$ cat config.mk
export PLATFORM = sky130hd
export DESIGN_NAME = serial_link
export DESIGN_NICKNAME = d
export VERILOG_FILES = /design/src/hdl/serial_link_pkg.sv /design/src/hdl/serial_link_tx.sv /design/src/hdl/serial_link_rx.sv /design/src/hdl/serial_link_credit.sv /design/src/hdl/serial_link.sv
export SDC_FILE = /design/constraint.sdc
export NUM_CORES = 1
export LEC_CHECK = 0
export ABC_CLOCK_PERIOD_IN_PS = 6800
export BUFFER_PORTS_ARGS = -buffer_cell sky130_fd_sc_hd__buf_2
export CORE_ASPECT_RATIO = 1.75
export CORE_UTILIZATION = 45
export CTS_CLUSTER_DIAMETER = 30
export DETAILED_ROUTE_END_ITERATION = 10
export GPL_ROUTABILITY_DRIVEN = 1
export PLACE_DENSITY = 0.67
export SLEW_MARGIN = 20
export SYNTH_ARGS = -nofsm -noshare
export SYNTH_HDL_FRONTEND = slang
export SYNTH_SLANG_ARGS = --single-unit
$ cat constraint.sdc
create_clock -name clk_i -period 6.8 [get_ports clk_i]
set_clock_uncertainty 0.05 [all_clocks]
set_input_delay 0.34 -clock clk_i [delete_from_list [all_inputs] [get_ports clk_i]]
set_output_delay 0.34 -clock clk_i [all_outputs]
set_load 0.01 [all_outputs]
$ cat src/hdl/serial_link_pkg.sv
`default_nettype none

package serial_link_pkg;

  ////////////////////////////////////////
  // Link constants
  ////////////////////////////////////////

  localparam int NumLanes      = 8;
  localparam int DataWidth     = 32;
  localparam int NumCredits    = 4;
  localparam int CreditWidth   = $clog2(NumCredits + 1);
  localparam int FrameWidth    = CreditWidth + 1 + DataWidth;
  // Flits per frame, last one zero-padded
  localparam int PayloadSplits = (FrameWidth + NumLanes - 1) / NumLanes;

  typedef logic [NumLanes-1:0]    flit_t;
  typedef logic [DataWidth-1:0]   data_t;
  typedef logic [CreditWidth-1:0] credit_t;
  typedef logic [2:0]             flit_cnt_t;

  // Credit-only frames carry a zero data field
  typedef enum logic {
    TagData   = 1'b0,
    TagCredit = 1'b1
  } tag_e;

  typedef enum logic {
    TxIdle,
    TxShift
  } tx_state_e;

  ////////////////////////////////////////
  // Frame and event records
  ////////////////////////////////////////

  // Data sits in the low bits, so flit 0 carries data[7:0]
  typedef struct packed {
    credit_t credit;
    tag_e    tag;
    data_t   data;
  } frame_t;

  typedef struct packed {
    logic    data_sent;
    logic    credit_sent;
    credit_t credit;
  } tx_event_t;

  typedef struct packed {
    logic    credit_valid;
    credit_t credit;
    logic    popped;
  } rx_event_t;

endpackage

`default_nettype wire

$ cat src/hdl/serial_link_tx.sv
`default_nettype none

module serial_link_tx import serial_link_pkg::*; (
  input  logic      clk_i,
  input  logic      reset_i,
  // Local word stream
  input  data_t     data_i,
  input  logic      data_valid_i,
  output logic      data_ready_o,
  // From the credit manager
  input  logic      send_ok_i,
  input  credit_t   return_credit_i,
  input  logic      return_pending_i,
  // Wire side
  output flit_t     lane_o,
  output logic      lane_valid_o,
  output tx_event_t tx_event_o
);

  tx_state_e state_q, state_d;
  flit_cnt_t flit_cnt_q;
  logic [PayloadSplits*NumLanes-1:0] shift_q;

  logic   accept;
  logic   credit_only;
  logic   launch;
  frame_t frame;

  ////////////////////////////////////////
  // Frame launch
  ////////////////////////////////////////

  // A word is only taken while idle with at least one credit in hand
  assign data_ready_o = (state_q == TxIdle) && send_ok_i;
  assign accept       = data_valid_i && data_ready_o;

  // No word to send, but the peer is owed credits
  assign credit_only = (state_q == TxIdle) && !accept && return_pending_i;
  assign launch      = accept || credit_only;

  always_comb begin
    frame.data   = accept ? data_i : '0;
    frame.tag    = accept ? TagData : TagCredit;
    frame.credit = return_credit_i;
  end

  always_comb begin
    state_d = state_q;
    unique case (state_q)
      TxIdle: begin
        if (launch) begin
          state_d = TxShift;
        end
      end
      TxShift: begin
        if (flit_cnt_q == flit_cnt_t'(PayloadSplits - 1)) begin
          state_d = TxIdle;
        end
      end
      default: state_d = TxIdle;
    endcase
  end

  always_ff @(posedge clk_i) begin
    if (reset_i) begin
      state_q    <= TxIdle;
      flit_cnt_q <= '0;
    end else begin
      state_q <= state_d;
      if (launch) begin
        flit_cnt_q <= '0;
      end else if (state_q == TxShift) begin
        flit_cnt_q <= flit_cnt_q + 1'b1;
      end
    end
  end

  ////////////////////////////////////////
  // Flit shifter
  ////////////////////////////////////////

  always_ff @(posedge clk_i) begin
    if (launch) begin
      shift_q <= (PayloadSplits * NumLanes)'(frame);
    end else if (state_q == TxShift) begin
      shift_q <= shift_q >> NumLanes;
    end
  end

  // Lowest flit always sits at the bottom of the shifter
  assign lane_o       = shift_q[NumLanes-1:0];
  assign lane_valid_o = (state_q == TxShift);

  // Every launched frame carries the owed count, even when it is zero
  assign tx_event_o.data_sent   = accept;
  assign tx_event_o.credit_sent = launch;
  assign tx_event_o.credit      = return_credit_i;

endmodule

`default_nettype wire

$ cat src/hdl/serial_link_rx.sv
`default_nettype none

module serial_link_rx import serial_link_pkg::*; (
  input  logic      clk_i,
  input  logic      reset_i,
  // Wire side
  input  flit_t     lane_i,
  input  logic      lane_valid_i,
  // Local word stream
  output data_t     data_o,
  output logic      data_valid_o,
  input  logic      data_ready_i,
  // To the credit manager
  output rx_event_t rx_event_o
);

  flit_cnt_t flit_cnt_q;
  logic      done_q;
  logic [PayloadSplits*NumLanes-1:0] asm_q;

  frame_t frame;
  logic   last_flit;
  logic   push;
  logic   pop;

  data_t                         fifo_mem [NumCredits];
  logic [$clog2(NumCredits)-1:0] wr_ptr_q;
  logic [$clog2(NumCredits)-1:0] rd_ptr_q;
  credit_t                       fill_q;

  ////////////////////////////////////////
  // Frame assembly
  ////////////////////////////////////////

  assign last_flit = (flit_cnt_q == flit_cnt_t'(PayloadSplits - 1));

  always_ff @(posedge clk_i) begin
    if (reset_i) begin
      flit_cnt_q <= '0;
      done_q     <= 1'b0;
    end else begin
      done_q <= lane_valid_i && last_flit;
      if (lane_valid_i) begin
        flit_cnt_q <= last_flit ? '0 : flit_cnt_q + 1'b1;
      end
    end
  end

  // New flits enter at the top, so flit 0 ends up in the low byte
  always_ff @(posedge clk_i) begin
    if (lane_valid_i) begin
      asm_q <= {lane_i, asm_q[PayloadSplits*NumLanes-1:NumLanes]};
    end
  end

  assign frame = frame_t'(asm_q[FrameWidth-1:0]);

  // Credit-only frames return credits but queue nothing
  assign push = done_q && (frame.tag == TagData);

  ////////////////////////////////////////
  // Receive FIFO
  ////////////////////////////////////////

  assign data_valid_o = (fill_q != '0);
  assign data_o       = fifo_mem[rd_ptr_q];
  assign pop          = data_valid_o && data_ready_i;

  always_ff @(posedge clk_i) begin
    if (push) begin
      fifo_mem[wr_ptr_q] <= frame.data;
    end
  end

  // Sender holds a credit per slot, so a push never finds the FIFO full
  always_ff @(posedge clk_i) begin
    if (reset_i) begin
      wr_ptr_q <= '0;
      rd_ptr_q <= '0;
      fill_q   <= '0;
    end else begin
      if (push) begin
        wr_ptr_q <= (wr_ptr_q == NumCredits - 1) ? '0 : wr_ptr_q + 1'b1;
      end
      if (pop) begin
        rd_ptr_q <= (rd_ptr_q == NumCredits - 1) ? '0 : rd_ptr_q + 1'b1;
      end
      fill_q <= fill_q + credit_t'(push) - credit_t'(pop);
    end
  end

  assign rx_event_o.credit_valid = done_q;
  assign rx_event_o.credit       = frame.credit;
  assign rx_event_o.popped       = pop;

endmodule

`default_nettype wire

$ cat src/hdl/serial_link_credit.sv
`default_nettype none

module serial_link_credit import serial_link_pkg::*; (
  input  logic      clk_i,
  input  logic      reset_i,
  input  tx_event_t tx_event_i,
  input  rx_event_t rx_event_i,
  output logic      send_ok_o,
  output credit_t   return_credit_o,
  output logic      return_pending_o
);

  // Slots free at the peer's receive FIFO
  credit_t avail_q;
  // Slots freed locally and not yet reported to the peer
  credit_t owed_q;

  credit_t avail_add;
  credit_t avail_sub;
  credit_t owed_add;
  credit_t owed_sub;

  ////////////////////////////////////////
  // Count updates
  ////////////////////////////////////////

  always_comb begin
    avail_add = rx_event_i.credit_valid ? rx_event_i.credit : '0;
    avail_sub = credit_t'(tx_event_i.data_sent);
    owed_add  = credit_t'(rx_event_i.popped);
    owed_sub  = tx_event_i.credit_sent ? tx_event_i.credit : '0;
  end

  // Add and subtract may land in the same cycle
  always_ff @(posedge clk_i) begin
    if (reset_i) begin
      avail_q <= credit_t'(NumCredits);
      owed_q  <= '0;
    end else begin
      avail_q <= avail_q + avail_add - avail_sub;
      owed_q  <= owed_q + owed_add - owed_sub;
    end
  end

  assign send_ok_o        = (avail_q != '0);
  assign return_credit_o  = owed_q;
  assign return_pending_o = (owed_q != '0);

endmodule

`default_nettype wire

$ cat src/hdl/serial_link.sv
`default_nettype none

module serial_link import serial_link_pkg::*; (
  input  logic  clk_i,
  input  logic  reset_i,
  // Local input stream
  input  data_t data_i,
  input  logic  data_valid_i,
  output logic  data_ready_o,
  // Local output stream
  output data_t data_o,
  output logic  data_valid_o,
  input  logic  data_ready_i,
  // Lanes
  output flit_t lane_o,
  output logic  lane_valid_o,
  input  flit_t lane_i,
  input  logic  lane_valid_i
);

  tx_event_t tx_event;
  rx_event_t rx_event;
  logic      send_ok;
  credit_t   return_credit;
  logic      return_pending;

  ////////////////////////////////////////
  // Framer and deframer
  ////////////////////////////////////////

  serial_link_tx i_serial_link_tx (
    .clk_i            ( clk_i          ),
    .reset_i          ( reset_i        ),
    .data_i           ( data_i         ),
    .data_valid_i     ( data_valid_i   ),
    .data_ready_o     ( data_ready_o   ),
    .send_ok_i        ( send_ok        ),
    .return_credit_i  ( return_credit  ),
    .return_pending_i ( return_pending ),
    .lane_o           ( lane_o         ),
    .lane_valid_o     ( lane_valid_o   ),
    .tx_event_o       ( tx_event       )
  );

  serial_link_rx i_serial_link_rx (
    .clk_i        ( clk_i        ),
    .reset_i      ( reset_i      ),
    .lane_i       ( lane_i       ),
    .lane_valid_i ( lane_valid_i ),
    .data_o       ( data_o       ),
    .data_valid_o ( data_valid_o ),
    .data_ready_i ( data_ready_i ),
    .rx_event_o   ( rx_event     )
  );

  // Flow control between both directions
  serial_link_credit i_serial_link_credit (
    .clk_i            ( clk_i          ),
    .reset_i          ( reset_i        ),
    .tx_event_i       ( tx_event       ),
    .rx_event_i       ( rx_event       ),
    .send_ok_o        ( send_ok        ),
    .return_credit_o  ( return_credit  ),
    .return_pending_o ( return_pending )
  );

endmodule

`default_nettype wire

* Word-level counts from Yosys, hierarchy flattened *
Memory sizes are Yosys's and may differ from the RTL's. A register that Yosys moved wholly into a read port is not among the register bits.
Cells that the tools add are included.

word-level totals
  logic and storage cells = 58
  memory bits (writable) = 128
  register bits = 97
  memories = 1
  output and inout port bits = 43
  input port bits = 45

operators by class
  $add $sub $neg = 10
  muxes and demuxes = 16
  reduce and logical (&&, ||, !) cells = 14
  bitwise operators = 2
  equal/unequal tests = 4

memory list
  memory                     words  bits a word  rd ports  clocked after memory_dff  wr ports  RTL line              RTL
  i_serial_link_rx.fifo_mem  4      32           1         1                         1         serial_link_rx.sv:26  data_t fifo_mem [NumCredits];

operators with widths
  operator                                                        count
  36-bit 2-to-1 mux                                               2
  32-bit 2-to-1 mux                                               1
  3-bit 2-to-1 mux                                                3
  3-bit nonzero test                                              3
  2-bit 2-to-1 mux                                                4
  1-bit logical AND                                               7
  3-bit by 1-bit adder with 3-bit output                          2
  3-bit by 1-bit adder with 3-bit output (second input constant)  2
  3-bit == test (second input constant)                           2
  3-bit by 1-bit subtractor with 3-bit output                     2
  1-bit 2-to-1 mux                                                5
  2-bit by 1-bit adder with 2-bit output (second input constant)  2
  2-bit == test (second input constant)                           2
  3-bit adder                                                     1
  3-bit subtractor                                                1
  1-bit inverter                                                  2
  1-bit case mux with 2 select lines                              1
  2-bit nonzero test                                              1
  2-bit OR reduction                                              1
  1-bit logical NOT                                               1
  1-bit logical OR                                                1

* Depth between registers and ports, before layout *
  word-level depth = 9
  gate-level depth with buffers = 11
  depth with buffers taken out = 10

* Hierarchy *
A second synthesis with hierarchy kept.

second synthesis, totals
  cell total of the unflattened synthesis = 529
  area, all modules = 9,346.5 um^2

modules (own cells, without submodules)
  module              area each (um^2)  times used  sequential area each (um^2)  cells each
  serial_link_rx      6,535.0           1           5,305.1                      279
  serial_link_tx      2,418.6           1           1,161.1                      212
  serial_link_credit  392.9             1           120.1                        38

* Worst setup path before layout *
OpenSTA, ideal clock, no wires.

  path kind = reg-to-reg
  from = register i_serial_link_tx.state_q (netlist: i_serial_link_tx.lane_valid_o)
  to = register i_serial_link_credit.avail_q[2]
  clock period less this slack = 2.453 ns
  slack = 4.347 ns
  data arrival time = 2.279 ns
  stages on the path, launching flop included = 11
  setup time = 0.123 ns
  buffers on the path = 2
  data required time = 6.627 ns
  cells stage by stage = dfxtp_1 buf_6 nor3b_2 buf_2 ha_1 inv_1 ha_1 fa_1 xor2_1 xnor3_1 or2_2

between the ends
  cells in the longest elaborated chain, start to end = 4

RTL lines
  element                                      RTL line                  RTL
  from (decl)                                  serial_link_tx.sv:20      tx_state_e state_q, state_d;
  from (signal assigned)                       serial_link_tx.sv:66      state_q <= TxIdle;
  from (signal assigned)                       serial_link_tx.sv:69      state_q <= state_d;
  1-bit inverter                               serial_link_tx.sv:34      assign data_ready_o = (state_q == TxIdle) && send_ok_i;
  1-bit logical AND                            serial_link_tx.sv:34
  1-bit logical AND                            serial_link_tx.sv:35      assign accept = data_valid_i && data_ready_o;
  3-bit by 1-bit subtractor with 3-bit output  serial_link_credit.sv:40  avail_q <= avail_q + avail_add - avail_sub;
  to (signal assigned)                         serial_link_credit.sv:37  avail_q <= credit_t'(NumCredits);
  to (signal assigned)                         serial_link_credit.sv:40
  to (decl)                                    serial_link_credit.sv:14  credit_t avail_q;

Every way passes these cells.
A chain may end at the register's enable or synchronous reset.

* Worst setup path after layout *
Ends and elaborated chain as after synthesis.

==> impl_metrics.ini <==
[synth]
ys_ff_latch = 227
netlist_area_mm2 = 0.00883
synth_top_area_share_pct = 69.4
synth_edf_count = 204
synth_cell_types = 37
syn_avg_cell_area_um2 = 18.2
synth_nets = 547
synthCells = 484
yosys-top-cells-area = edfxtp_1, mux4_2, dfxtp_1
async_flop_share_pct = 0
yosys_warnings = 0
synthFlopType = edfxtp_1
seq_area_frac_synth_pct = 74.6
synth_top_area_cell = edfxtp_1

[hold_path]
hp-class = in -> reg
hp-start = data_i[31]
hold_depth = 2

[critical_path]
cp_max_fo = 46
cp-start-kind = flop
critical_path_class = reg -> reg
reg2regPathDepth = 9
critPathCaptureType = flop
worstSetupStartpoint = i_serial_link_tx.lane_valid_o$_SDFF_PP0_
r2r-end = i_serial_link_credit.avail_q[2]$_SDFF_PP1_
cp_data_arrival_time_ns = 2.93
r2r_slack_ns = 4.23
critPathRequiredTime_ns = 7.15
critPathCapture = i_serial_link_credit.avail_q[2]$_SDFF_PP1_
timing.rr.start = i_serial_link_tx.lane_valid_o$_SDFF_PP0_

[global_routing]
grt_start_max_net_pins = 47
track_usage_pct = 14.9
grt_overflow = 0
antenna_found_initial = 0
grt_pass1_vias = 4645
grt_pass1_wl_mm = 23.5

[final_layout]
drive_above_1_share_pct = 30.1
instances_no_fill = 848
nets = 648
area_growth_pct = 18.4
antenna_cells = 0
final_cell_mix = edfxtp_1, buf_2, inv_1
mostFrequentLayoutCell = edfxtp_1

[routing]
num_vias = 4308
firstDrtPassIters = 4
drtAntennaViolNets = 0
wirelength_mm = 14.6
detail_route.wl_per_cell_um = 17.2
drc = 0
vias_per_cell = 5.08
drt-initial-drc-count = 137

[timing]
rsz0062_at_grt = false
fin_setup_tns_ns = 0
slew_violations = 0
finalCriticalPeriod_ns = 2.57
hold_slack_ns = 0.0488
setup_violations = 0
fin_crit_sh_pct = 37.8
relSlewSlack_pct = 39.7
max_freq_mhz = 389
worst_pin_slew_ns = 0.904
hold_violations = 0

[place]
place_hpwl_mm = 8.57
numPlacedInstances = 788
place.gp.congestion = 0.676
port_buffers = 87

[clock_tree]
postCtsHoldBufs = 8
clkLatencyLatePin_ns = 0.52
cts_root_buf = clkbuf_16
post_cts_buffers = 0
post_cts_resized = 0
clockBufferDepth = 3
clk_pin_slew_ns = 0.06
cts.htree.levels = 1
cts_buffers = 28
cts_tree = yes
cts_sinks = 227

[die]
io_pins = 88
start_util_pct = 46.0
rows = 67
die_w_um = 108
die_h_um = 187
core_area_mm2 = 0.0192
dieArea_mm2 = 0.0202

[power_and_ir_drop]
power.density_mw_per_mm2 = 363
leakagePower_nw = 3.82
peakVddDrop_v = 0.000220

[job]
maxCapViolCount = 0

[outcome]
status = finished, final reports clean
## worst min-delay path by stage
stage / end / slack, ns
6_report: i_serial_link_tx.shift_q[31]$_SDFFCE_PN0P_ / 0.05
5_1_grt: i_serial_link_tx.shift_q[30]$_SDFFCE_PN0P_ / 0.04
4_1_cts: i_serial_link_tx.shift_q[31]$_SDFFCE_PN0P_ / 0.03
3_5_place_dp: i_serial_link_rx.asm_q[31]$_DFFE_PP_ / 0.36
3_3_place_gp: i_serial_link_rx.asm_q[28]$_DFFE_PP_ / 0.35
2_1_floorplan: i_serial_link_rx.asm_q[28]$_DFFE_PP_ / 0.35
## stage by stage
step           area (um^2)  setup slack [ns]  power (mW)  utilization, %
2_1_floorplan         8830              4.35        2.22               -
3_3_place_gp          9430              4.38        2.34            49.1
3_5_place_dp          9430              4.25        2.37            49.1
4_1_cts              10500              4.19        3.84            54.4
5_1_grt              10500              4.12        3.96            54.4
6_report             10500              4.23        3.79            54.4
## state kept, by name (all words and copies together) (netlist names), 2 cells and up, named ones only
name                                  count
i_serial_link_tx.shift_q                 36
i_serial_link_rx.rd_ptr_q                 2
i_serial_link_rx.fill_q                   3
i_serial_link_credit.return_credit_o      3
i_serial_link_rx.asm_q                   40
i_serial_link_tx.flit_cnt_q               3
i_serial_link_rx.wr_ptr_q                 2
i_serial_link_rx.fifo_mem               128
i_serial_link_credit.avail_q              3
i_serial_link_rx.flit_cnt_q               3
## metal layers
metal  wire length, um  track usage, %  vias to the layer above
li1                  -               -                     2016
met1              5740            17.5                     2144
met2              7760            27.1                      115
met3               684            2.44                       33
met4               385            4.95                        0
met5                 0               0                        -
## power by group
part	internal [mW]	switching, mW
Clock	0.871	0.581
Sequential	1.70	0.0592
Combinational	0.268	0.310
## cell families (layout without fill, tap and decap cells)
| family | count (synthesis) | in the layout | synth area share [%] |
|---|---|---|---|
| compound gates | 39 | 39 | 2.41 |
| flops | 227 | 227 | 74.6 |
| buf+inv | 74 | 197 | 4.00 |
| mux | 65 | 65 | 11.9 |
| other cells | 1 | 1 | 0.0425 |
| fa+ha+maj | 18 | 18 | 2.81 |
| xor+xnor | 5 | 5 | 0.652 |
| simple gates | 55 | 55 | 3.57 |
## synth_stat cells, drive strengths merged, types with 2 or more instances
master and n:
edfxtp 204, inv 44, mux2i 33, mux4 32
o21ai 29, dfxtp 23, buf 21, ha 15
and2 12, nor2 10, nor2b 10, clkbuf 9
nor3 7, nand2 5, a21oi 4, xor2 4
fa 3, nand2b 3, a22oi 2, nor3b 2
or3 2
## critical path: stages, from the launching register on
cell	delay [ns]
dfxtp_1	0.31
buf_4	0.38
nor3b_4	0.09
ha_1	0.30
inv_1	0.04
ha_1	0.20
fa_1	0.38
xor2_1	0.19
xnor3_1	0.24
or2_2	0.27
## final cells by class
type / instances / area [um^2]
fillers: 1508 / 8740
flip-flops and latches: 227 / 6590
multi-input cells: 183 / 1900
clock buffers: 33 / 741
repair buffers: 101 / 563
well taps: 241 / 302
clock inverters: 19 / 195
inverters: 44 / 165
Power figures use the tool's default switching activity.
